## src/common/exePkg.sv

```systemverilog
`default_nettype none

package exePkg;

    localparam int DataWidth    = 32;
    localparam int RegAddrWidth = 4;

    // Top-level instruction class
    typedef enum logic [1:0] {
        CLS_IMM    = 2'b00,
        CLS_REG    = 2'b01,
        CLS_MEM    = 2'b10,
        CLS_BRANCH = 2'b11
    } opClass_t;

    // Second-level decode, bit 3 marks the flag-setting forms
    localparam logic [3:0] FN_ADD  = 4'b0001;
    localparam logic [3:0] FN_SUB  = 4'b0010;
    localparam logic [3:0] FN_AND  = 4'b0011;
    localparam logic [3:0] FN_OR   = 4'b0100;
    localparam logic [3:0] FN_XOR  = 4'b0101;
    localparam logic [3:0] FN_ADDS = 4'b1001;
    localparam logic [3:0] FN_SUBS = 4'b1010;
    localparam logic [3:0] FN_ANDS = 4'b1011;
    localparam logic [3:0] FN_ORS  = 4'b1100;
    localparam logic [3:0] FN_XORS = 4'b1101;

    // Move group
    localparam logic [2:0] MV_MOV  = 3'b000;
    localparam logic [2:0] MV_MOVT = 3'b001;
    localparam logic [2:0] MV_CLR  = 3'b010;
    localparam logic [2:0] MV_SET  = 3'b011;
    localparam logic [2:0] MV_LSL  = 3'b100;
    localparam logic [2:0] MV_LSR  = 3'b101;

    localparam logic [3:0] CC_EQ = 4'b0000;
    localparam logic [3:0] CC_NE = 4'b0001;
    localparam logic [3:0] CC_MI = 4'b0100;

    // Flag write select
    localparam logic [1:0] FW_NONE = 2'b00;
    localparam logic [1:0] FW_NZ   = 2'b01;
    localparam logic [1:0] FW_ALL  = 2'b10;

    typedef enum logic [2:0] {
        ALU_ADD, ALU_SUB, ALU_AND, ALU_OR, ALU_XOR, ALU_SHL, ALU_SHR, ALU_PASSB
    } aluOp_t;

    typedef struct packed {
        logic n;
        logic z;
        logic c;
        logic v;
    } flags_t;

    typedef struct packed {
        opClass_t                opClass;
        logic                    special;
        logic [3:0]              func2;
        logic [2:0]              func3;
        logic [3:0]              cond;
        logic signed [15:0]      imm;
        logic [RegAddrWidth-1:0] rd;
        logic [RegAddrWidth-1:0] rn;
        logic [RegAddrWidth-1:0] rm;
    } exeInstr_t;

    typedef struct packed {
        aluOp_t               op;
        logic [DataWidth-1:0] opA;
        logic [DataWidth-1:0] opB;
        logic                 setNzcv;
        logic                 setNz;
    } aluReq_t;

    typedef struct packed {
        logic [DataWidth-1:0] result;
        flags_t               nzcv;
    } aluRes_t;

    typedef struct packed {
        logic [DataWidth-1:0] addr;
        logic [DataWidth-1:0] wdata;
        logic                 read;
        logic                 write;
    } memReq_t;

    typedef struct packed {
        logic                    en;
        logic [RegAddrWidth-1:0] dest;
        logic [DataWidth-1:0]    data;
    } wb_t;

endpackage

`default_nettype wire

```

## src/alu/aluCore.sv

```systemverilog
`timescale 1ns/10ps
`default_nettype none

module aluCore import exePkg::*; (
    input  aluReq_t req,
    output aluRes_t res
);

    logic [DataWidth:0]   sum;    // One extra bit for carry out
    logic [DataWidth-1:0] result;
    logic                 carry, overflow;
    logic                 signA, signB, signR;

    assign signA = req.opA[DataWidth-1];
    assign signB = req.opB[DataWidth-1];

    always_comb begin
        sum      = '0;
        carry    = 1'b0;
        overflow = 1'b0;
        case (req.op)
            ALU_ADD: begin
                sum    = {1'b0, req.opA} + {1'b0, req.opB};
                result = sum[DataWidth-1:0];
                carry  = sum[DataWidth];
            end
            ALU_SUB: begin
                sum    = {1'b0, req.opA} - {1'b0, req.opB};
                result = sum[DataWidth-1:0];
                carry  = !sum[DataWidth]; // No borrow
            end
            ALU_AND: result = req.opA & req.opB;
            ALU_OR:  result = req.opA | req.opB;
            ALU_XOR: result = req.opA ^ req.opB;
            ALU_SHL: result = req.opA << req.opB;
            ALU_SHR: result = req.opA >> req.opB;
            default: result = req.opB; // PASSB for the move group
        endcase

        // Signed overflow from operand and result signs
        if (req.op == ALU_ADD) begin
            overflow = !(signA ^ signB) && (signA ^ result[DataWidth-1]);
        end else if (req.op == ALU_SUB) begin
            overflow = (signA ^ signB) && (signA ^ result[DataWidth-1]);
        end
    end

    assign signR = result[DataWidth-1];

    assign res.result = result;
    assign res.nzcv.n = signR;
    assign res.nzcv.z = (result == '0);
    assign res.nzcv.c = carry;    // Zero outside add/sub
    assign res.nzcv.v = overflow;

endmodule

`default_nettype wire

```

## src/alu/condUnit.sv

```systemverilog
`timescale 1ns/10ps
`default_nettype none

module condUnit import exePkg::*; (
    input  logic       clk,
    input  logic       rst,
    input  logic [1:0] flagWrite,
    input  flags_t     newFlags,
    input  logic       branchReq,
    input  logic [3:0] cond,
    output flags_t     flags,
    output logic       branchTaken
);

    logic condMet;

    always_ff @(posedge clk or posedge rst) begin
        if (rst) begin
            flags <= '0;
        end else begin
            case (flagWrite)
                FW_ALL: flags <= newFlags;
                FW_NZ: begin
                    flags.n <= newFlags.n; // C and V kept
                    flags.z <= newFlags.z;
                end
                default: ;
            endcase
        end
    end

    // Branch sees flags from before its own cycle
    always_comb begin
        case (cond)
            CC_EQ:   condMet = flags.z;
            CC_NE:   condMet = !flags.z;
            CC_MI:   condMet = flags.n;
            default: condMet = 1'b0;
        endcase
    end

    assign branchTaken = branchReq && condMet;

    // Only the two defined write kinds, with clean flag values
    flagWriteLegal: assert property (
        @(posedge clk) disable iff (rst)
        (flagWrite != FW_NONE) |->
            (flagWrite == FW_NZ || flagWrite == FW_ALL) && !$isunknown(newFlags)
    ) else $error("illegal flag write %b with flags %b", flagWrite, newFlags);

endmodule

`default_nettype wire

```

## src/regFile.sv

```systemverilog
`timescale 1ns/10ps
`default_nettype none

module regFile import exePkg::*; (
    input  logic                    clk,
    input  logic                    rst,
    input  wb_t                     wb,
    input  logic [RegAddrWidth-1:0] rdAddrD,
    input  logic [RegAddrWidth-1:0] rdAddrN,
    input  logic [RegAddrWidth-1:0] rdAddrM,
    output logic [DataWidth-1:0]    rdDataD,
    output logic [DataWidth-1:0]    rdDataN,
    output logic [DataWidth-1:0]    rdDataM
);

    localparam int NumRegs = 1 << RegAddrWidth;

    logic [DataWidth-1:0] regs [NumRegs];

    always_ff @(posedge clk or posedge rst) begin
        if (rst) begin
            for (int i = 0; i < NumRegs; i++) begin
                regs[i] <= '0;
            end
        end else if (wb.en) begin
            regs[wb.dest] <= wb.data;
        end
    end

    // No bypass, a write shows up one cycle later
    assign rdDataD = regs[rdAddrD];
    assign rdDataN = regs[rdAddrN];
    assign rdDataM = regs[rdAddrM];

    // Load data and ALU results must be clean when committed
    wbDataKnown: assert property (
        @(posedge clk) disable iff (rst) wb.en |-> !$isunknown(wb.data)
    ) else $error("regFile write of unknown data to r%0d", wb.dest);

endmodule

`default_nettype wire

```

## src/exeControl.sv

```systemverilog
`timescale 1ns/10ps
`default_nettype none

module exeControl import exePkg::*; (
    input  logic                    instrValid,
    input  exeInstr_t               instr,
    input  logic [DataWidth-1:0]    rdDataD,
    input  logic [DataWidth-1:0]    rdDataN,
    input  logic [DataWidth-1:0]    rdDataM,
    input  aluRes_t                 aluRes,
    input  logic [DataWidth-1:0]    memRdata,
    output logic [RegAddrWidth-1:0] rdAddrD,
    output logic [RegAddrWidth-1:0] rdAddrN,
    output logic [RegAddrWidth-1:0] rdAddrM,
    output aluReq_t                 aluReq,
    output wb_t                     wb,
    output memReq_t                 memReq,
    output logic [1:0]              flagWrite,
    output logic                    branchReq,
    output logic [3:0]              cond
);

    logic [DataWidth-1:0] immExt;
    logic [DataWidth-1:0] immZext;
    logic                 writeEn, isLoad, isStore, isBranch;
    logic                 setAll, setNz;

    assign immExt  = {{16{instr.imm[15]}}, instr.imm};
    assign immZext = {16'b0, instr.imm}; // Shift amounts are unsigned

    assign rdAddrD = instr.rd;
    assign rdAddrN = instr.rn;
    assign rdAddrM = instr.rm;

    always_comb begin
        aluReq   = '0;
        aluReq.op = ALU_PASSB;
        writeEn  = 1'b0;
        isLoad   = 1'b0;
        isStore  = 1'b0;
        isBranch = 1'b0;
        setAll   = 1'b0;
        setNz    = 1'b0;

        case (instr.opClass)
            CLS_REG: begin
                aluReq.opA = rdDataN;
                aluReq.opB = rdDataM;
                writeEn    = 1'b1;
                case (instr.func2)
                    FN_ADD:  aluReq.op = ALU_ADD;
                    FN_SUB:  aluReq.op = ALU_SUB;
                    FN_ADDS: begin
                        aluReq.op = ALU_ADD;
                        setAll    = 1'b1;
                    end
                    FN_SUBS: begin
                        aluReq.op = ALU_SUB;
                        setAll    = 1'b1;
                    end
                    default: writeEn = 1'b0;
                endcase
            end
            CLS_IMM: begin
                writeEn = 1'b1;
                if (instr.special) begin
                    aluReq.opA = rdDataN;
                    aluReq.opB = immExt;
                    setNz      = instr.func2[3]; // S forms have bit 3 set
                    case (instr.func2)
                        FN_ADD, FN_ADDS: aluReq.op = ALU_ADD;
                        FN_SUB, FN_SUBS: aluReq.op = ALU_SUB;
                        FN_AND, FN_ANDS: aluReq.op = ALU_AND;
                        FN_OR,  FN_ORS:  aluReq.op = ALU_OR;
                        FN_XOR, FN_XORS: aluReq.op = ALU_XOR;
                        default: begin
                            writeEn = 1'b0;
                            setNz   = 1'b0;
                        end
                    endcase
                    // Arithmetic S forms update C and V too
                    if (setNz && (aluReq.op == ALU_ADD || aluReq.op == ALU_SUB)) begin
                        setAll = 1'b1;
                        setNz  = 1'b0;
                    end
                end else begin
                    aluReq.opA = rdDataN;
                    case (instr.func3)
                        MV_MOV:  aluReq.opB = immExt;
                        MV_MOVT: aluReq.opB = {instr.imm, rdDataD[15:0]};
                        MV_CLR:  aluReq.opB = '0;
                        MV_SET:  aluReq.opB = '1;
                        MV_LSL: begin
                            aluReq.op  = ALU_SHL;
                            aluReq.opB = immZext;
                        end
                        MV_LSR: begin
                            aluReq.op  = ALU_SHR;
                            aluReq.opB = immZext;
                        end
                        default: writeEn = 1'b0;
                    endcase
                end
            end
            CLS_MEM: begin
                aluReq.op  = ALU_ADD; // Base plus offset
                aluReq.opA = rdDataN;
                aluReq.opB = immExt;
                isStore    = instr.func3[0];
                isLoad     = !instr.func3[0];
                writeEn    = isLoad;
            end
            CLS_BRANCH: isBranch = 1'b1;
            default: ;
        endcase

        aluReq.setNzcv = instrValid && setAll;
        aluReq.setNz   = instrValid && setNz;
    end

    assign wb.en   = instrValid && writeEn;
    assign wb.dest = instr.rd;
    assign wb.data = isLoad ? memRdata : aluRes.result;

    assign memReq.addr  = aluRes.result;
    assign memReq.wdata = rdDataD;
    assign memReq.read  = instrValid && isLoad;
    assign memReq.write = instrValid && isStore;

    assign flagWrite = aluReq.setNzcv ? FW_ALL : (aluReq.setNz ? FW_NZ : FW_NONE);
    assign branchReq = instrValid && isBranch;
    assign cond      = instr.cond;

    // Address comes back from the ALU as base plus offset
    memAddrSum: assert final (
        !(memReq.read || memReq.write) || memReq.addr == rdDataN + immExt
    ) else $error("memory address %h is not base plus offset", memReq.addr);

endmodule

`default_nettype wire

```

## src/exeCore.sv

```systemverilog
`timescale 1ns/10ps
`default_nettype none

module exeCore import exePkg::*; (
    input  logic                 clk,
    input  logic                 rst,
    input  logic                 instrValid,
    input  exeInstr_t            instr,
    input  logic [DataWidth-1:0] memRdata,
    output memReq_t              memReq,
    output wb_t                  wb,
    output logic                 branchTaken
);

    logic [RegAddrWidth-1:0] rdAddrD, rdAddrN, rdAddrM;
    logic [DataWidth-1:0]    rdDataD, rdDataN, rdDataM;
    aluReq_t                 aluReq;
    aluRes_t                 aluRes;
    logic [1:0]              flagWrite;
    logic                    branchReq;
    logic [3:0]              cond;

    regFile i_regFile (
        .clk     (clk),
        .rst     (rst),
        .wb      (wb),
        .rdAddrD (rdAddrD),
        .rdAddrN (rdAddrN),
        .rdAddrM (rdAddrM),
        .rdDataD (rdDataD),
        .rdDataN (rdDataN),
        .rdDataM (rdDataM)
    );

    exeControl i_control (
        .instrValid (instrValid),
        .instr      (instr),
        .rdDataD    (rdDataD),
        .rdDataN    (rdDataN),
        .rdDataM    (rdDataM),
        .aluRes     (aluRes),
        .memRdata   (memRdata),
        .rdAddrD    (rdAddrD),
        .rdAddrN    (rdAddrN),
        .rdAddrM    (rdAddrM),
        .aluReq     (aluReq),
        .wb         (wb),
        .memReq     (memReq),
        .flagWrite  (flagWrite),
        .branchReq  (branchReq),
        .cond       (cond)
    );

    aluCore i_alu (
        .req (aluReq),
        .res (aluRes)
    );

    // Flag value only feeds the branch decision for now
    condUnit i_cond (
        .clk         (clk),
        .rst         (rst),
        .flagWrite   (flagWrite),
        .newFlags    (aluRes.nzcv),
        .branchReq   (branchReq),
        .cond        (cond),
        .flags       (),
        .branchTaken (branchTaken)
    );

endmodule

`default_nettype wire

```

## config.mk

```make
export PLATFORM = sky130hd
export DESIGN_NAME = exeCore
export DESIGN_NICKNAME = d
export VERILOG_FILES = /design/src/common/exePkg.sv /design/src/alu/aluCore.sv /design/src/alu/condUnit.sv /design/src/regFile.sv /design/src/exeControl.sv /design/src/exeCore.sv
export SDC_FILE = /design/constraint.sdc
export NUM_CORES = 2
export LEC_CHECK = 0
export BUFFER_PORTS_ARGS = -buffer_cell sky130_fd_sc_hd__buf_2
export CORE_MARGIN = 2
export CORE_UTILIZATION = 64
export CTS_BUF_LIST = sky130_fd_sc_hd__clkbuf_16
export CTS_CLUSTER_DIAMETER = 200
export CTS_CLUSTER_SIZE = 24
export DETAILED_ROUTE_END_ITERATION = 8
export PLACE_DENSITY = 0.82
export SYNTH_ARGS = -nofsm -noshare
export SYNTH_HDL_FRONTEND = slang
export SYNTH_SLANG_ARGS = --single-unit
```

## constraint.sdc

```tcl
create_clock -name clk -period 22.9 [get_ports clk]
set_input_delay 2.29 -clock clk [delete_from_list [all_inputs] [get_ports clk]]
set_output_delay 2.29 -clock clk [all_outputs]
set_load 0.005 [all_outputs]
```

# Word-level counts from Yosys, hierarchy flattened
# Index checks and enable logic that the tools add are counted.
totals:
  reg_bits: 514
  latch_bits: 0
  ram_bits: 0
  mem_bits_ro: 0
  inputBits: 77
  out_inout_bits: 104
  wordCells: 133
  n_memories: 0
op_classes:
  add_sub_neg: 2
  n_mul: 0
  div: 0
  magnitude_cmp: 4
  eq_ne: 29
  shift: 2
  muxes: 43
  bitwise_logic: 6
  reduce_logical: 29
op_table:
  columns: ["operator", "n"]
  rows:
  - ["bitwise mux 512 bit", 1]
  - ["binary-select mux 32 bit (select 4 bit)", 3]
  - ["two-way mux 32 bit", 8]
  - ["case mux 32 bit (7 select lines)", 1]
  - ["case mux 67 bit (3 select lines)", 1]
  - ["demux 32 bit (select 4 bit)", 1]
  - ["case mux 32 bit (4 select lines)", 1]
  - ["two-way mux 67 bit", 1]
  - ["adder 32 bit", 1]
  - ["AND 32 bit", 1]
  - ["logical NOT 32 bit", 1]
  - ["OR 32 bit", 1]
  - ["<< shifter 32 x 32 -> 32 bit", 1]
  - [">> shifter 32 x 32 -> 32 bit", 1]
  - ["subtractor 32 bit", 1]
  - ["bitwise XOR 32 bit", 1]
  - ["equality test 4 bit (second input constant)", 5]
  - ["two-way mux 1 bit", 17]
  - ["OR reduction 2 bit", 8]
  - ["equality test 3 bit (second input constant)", 5]
  - [">= comparator 5 bit (second input constant)", 3]
  - ["inverter 4 -> 5 bit", 3]
  - ["case mux 3 bit (5 select lines)", 1]
  - ["equality test 3 x 2 -> 1 bit (second input constant)", 4]
  - ["other kinds (22)", 44]

# Longest topological paths before layout
logic_depth:
  depth_word: 16
  ltp_mapped: 34
  mapped_depth_nobuf: 26

# Hierarchy
# Synthesis repeated with hierarchy kept, for this count alone.
hier_totals:
  cells_unflattened: 3735
  hier_area_um2: 42527.0
by_module_without_submodules:
  columns: ["mod", "n_inst", "cells_each", "area_per_inst_um2", "seq_area_each_um2"]
  rows:
  - ["regFile", 1, 1948, 30201.5, 12812.3]
  - ["aluCore", 1, 1442, 9884.5, 0.0]
  - ["exeControl", 1, 330, 2242.2, 0.0]
  - ["condUnit", 1, 15, 198.9, 100.1]

# Least setup slack after synthesis
# Ideal clock, no wire load.
synth_timing:
  path_type: "input to output"
  startpoint: "input instr[1] (netlist bit)"
  endpoint: "output wb[31] (netlist bit)"
  arrival_time_ns: 8.846
  required_time_ns: 20.610
  slack_ns: 11.764
  path_stages: 31
  n_path_buf: 9
  path_cell_list: "buf_2 > buf_4 > buf_6 > buf_2 > mux4_2 > nand2_1 > o311ai_0 > a211oi_1 > buf_2 > buf_2 > buf_2 > buf_1 > ha_1 > nand3_1 > o31ai_1 > xnor2_1 > ha_1 > a21o_1 > a21o_1 > nor3_1 > a211oi_1 > o31ai_1 > o21ai_0 > a221oi_1 > o21ai_0 > xor2_1 > o2111ai_1 > and2_1 > mux2i_1 > buf_2 > inv_1"
synth_rtl:
  columns: ["item", "line", "source"]
  rows:
  - ["from (decl)", "exeCore.sv:8", "input exeInstr_t instr,"]
  - ["to (decl)", "exeCore.sv:11", "output wb_t wb,"]

==> metrics.md <==
| Metric | Value |
|---|---|
| Count of cells along the worst register-to-register path | `25` |
| Number of sinks handled by clock tree synthesis | `~500` |
| Number of nets in the layout | `~4.5k` |
| Worst min-delay path startpoint | `i_cond.flags[2]` |
| Post-synthesis average cell area | `around 9.4 sq um` |
| Fraction of synthesized cell area taken by the top area cell type | `a little under a third` |
| Syn Inst Count | `approximately 4.4k` |
| Top cells by area in the synthesized netlist | `dfrtp_1 (31%), mux4_2 (20%), nand2_1 (8.8%)` |
| Top cells by count, synth | `nand2_1 (958), dfrtp_1 (514), o21ai_0 (395)` |
| Startpoint type of the worst setup path | `input pin` |
| Largest net degree at the start of global routing | `roughly 170` |
| Total detailed-routing wirelength | `179000 um` |
| RSZ-0062 raised after global routing | `no` |
| Cell taking the most area after synthesis | `dfrtp_1` |
| First-pass GRT wire length | `259000 um` |
| Aggregate global-route resource usage | `between 50% and 60%` |
| End point of the worst hold path | `i_cond.flags[2]` |
| Max-slew violations | `0` |
| CTS tree | `done` |
| Placer congestion estimate | `approximately 1.1` |
| Clock input transition at the sequential cells of the worst setup and hold paths | `roughly 0.10 ns` |
| Startpoint of the lowest-slack register-to-register path | `i_regFile.regs[131]` |
| Result of the run | `finished with violations` |
| Post-CTS repair timing setup buffer count | `0` |
| Syn Std Cell Area | `slightly above 40000 sq um` |
| Global route total overflow | `0` |
| Maximum fanout along the worst path | `50` |
| Post-route core utilization | `just under 70%` |
| Worst-case headroom to the max-slew limit | `around 8.4%` |
| Max incr delay on CP | `around 0.94 ns` |
| Number of global-route vias before repair | `~38k` |
| Share of cells above drive strength 1 | `20.3%` |
| Worst Hold Class | `flop to flop` |
| Starting Density | `65.0%` |
| Proportion of register bits with asynchronous set or reset after synthesis | `100%` |
| Cells resized by post-CTS repair | `0` |
| Count of distinct cell types in the synthesized netlist | `roughly 110` |
| Type of destination of the critical path | `output port` |
| Yosys reg bits | `just over 500` |
| Detailed-route DRC error count | `12` |
| Post-route worst hold slack | `~0.5 ns` |
| Violated checks | `DRC` |
| Max Cap Violations | `0` |
| Final-report setup violation count | `0` |
| Peak supply drop | `0.0000898 V` |
| Critical-path top delay cell | `nor3_1` |
| Overall die width | `~260 um` |
| Number of antenna violations at the first check in global routing | `15` |
| DRT Pass-1 Iters | `9` |
| Register-to-register path setup slack | `13.47 ns` |
| Count of flip-flops with a built-in enable after synthesis | `0` |
| Starting DRT DRC Count | `between 7k and 8k` |
| Net count after synthesis | `4532` |
| Boundary Pins | `between 150 and 200` |
| Slew at the pin with the worst max-slew slack | `about 1.4 ns` |
| H-tree levels | `1` |
| Cell repeated most along the worst path | `buf_4` |
| Longest Clk Path Bufs | `3` |
| Hold path depth | `2` |
| Core area | `approximately 63000 sq um` |
| Hold Violations, Final | `0` |
| Estimated wirelength of the detail-placed design | `between 100000 and 150000 um` |
| Number of buffers created by CTS | `25` |
| Clock latency on the worst-skew pair | `approximately 0.64 ns` |
| Final critical delay including setup and external delays | `between 10 and 15 ns` |
| Clock root buffer | `clkbuf_16` |
| Die Y | `257 um` |
| Number of standard-cell rows in the floorplan | `around 90` |
| Routed length per placed instance | `approximately 35 um` |
| Endpoint of the worst register-to-register path | `i_cond.flags[2]` |
| Required @ worst endpoint | `20.61 ns` |
| Hold Buf Count CTS | `0` |
| Final worst-path cycle share | `between 60 and 70%` |
| Final clock skew | `around 0.035 ns` |
| Most common flop cell mapped by yosys | `dfrtp_1` |
| Critical path data arrival time | `about 12 ns` |
| Detail Route Antenna Nets | `0` |
| # port buffers | `180` |
| Type of the worst setup path | `input pin to output port` |
| Layout-stage area growth over the synthesis result | `4.52%` |
| Number of warning messages in the yosys log | `0` |
| Top-count cell post-synth | `nand2_1` |
| Aggregate negative setup slack | `0 ns` |
| Die Outline Area | `66200 sq um` |
| Total leakage power | `19.3 nW` |
| Seq/Total Area, Yosys | `a little under a third` |
| Fmax | `approximately 70 MHz` |
| Vias per inst | `between 7 and 8` |
| DR vias | `39.9k` |
| P per Cell Area | `around 70 nW/um^2` |
==> registers in the layout (all words and copies together) (netlist names) <==
signal	count
i_regFile.regs	512
i_cond.flags	2
==> cells by family (layout without fill, tap and decap cells) <==
| family | after synthesis | in the layout | synth area share [%] |
|---|---|---|---|
| compound gates | 1075 | 1075 | 16.4 |
| xor+xnor | 52 | 52 | 1.11 |
| fa+ha+maj | 95 | 95 | 2.91 |
| buf+inv | 519 | 452 | 5.99 |
| flops | 514 | 514 | 31.3 |
| mux | 616 | 616 | 26.6 |
| other cells | 0 | 9 | 0 |
| simple gates | 1489 | 1489 | 15.6 |
==> routing by layer <==
metal	GRT usage (%)	wire (um)	vias up
li1	-	-	15800
met1	68.6	59800	19100
met2	72.2	70700	3813
met3	23.2	30800	1130
met4	38.6	17200	14
met5	0.512	81	-
==> layout by cell type (no fill, tap or decap), drive strengths merged, types with 38 or more instances in the layout <==
cell type  instances
nand2            973
dfrtp            514
o21ai            431
mux4             376
buf              313
a21oi            239
nor2             210
mux2i            205
inv              110
nor3              95
ha                94
a22oi             63
nand3             54
xnor2             44
a211oi            38
==> cell type report <==
type	count	area [sq um]
Tap cell	846	1060
Inverter	110	420
Fill cell	4780	20300
Clock inverter	3	40.0
Timing Repair Buffer	314	1980
Sequential cell	514	12900
Multi-Input combinational cell	3327	25900
Antenna cell	9	22.5
Clock buffer	25	626
==> how the worst max path moves through the flow <==
stage,startpoint,end,slack [ns],depth (start not counted)
CTS,instr[1],wb[31],9.35,27
finish,instr[1],wb[31],8.78,27
floorplan,rst,i_cond.flags[2],6.25,1
global placement,instr[1],wb[31],9.52,27
detailed placement,instr[1],wb[31],9.39,27
global route,instr[11],wb[31],8.60,32
==> through the flow <==
stage               instance area [sq um]  setup WS (ns)  power (W)  instances
floorplan                           41100           6.25    0.00203       4360
global placement                    42200           9.52    0.00241       5111
detailed placement                  42200           9.39    0.00244       5111
CTS                                 42900           9.35    0.00294       5139
global route                        42900           8.60    0.00311       5139
finish                              42900           8.78    0.00301       5148
==> report_power, final <==
| part | leakage (nW) | internal (W) | total (W) | switching, W |
|---|---|---|---|---|
| sequential | 6.90 | 0.00107 | 0.00125 | 0.000177 |
| clock | 0.330 | 0.000199 | 0.000508 | 0.000309 |
| combinational | 12.1 | 0.000507 | 0.00126 | 0.000750 |
==> critical path, delay by kind of cell <==
family / cells / cell delay (ns)
buf+inv: 8 / 2.95
compound gates: 9 / 2.74
fa+ha+maj: 1 / 0.37
simple gates: 6 / 2.84
xor+xnor: 2 / 0.37
mux: 1 / 0.11
Power figures use the tool's default switching activity.
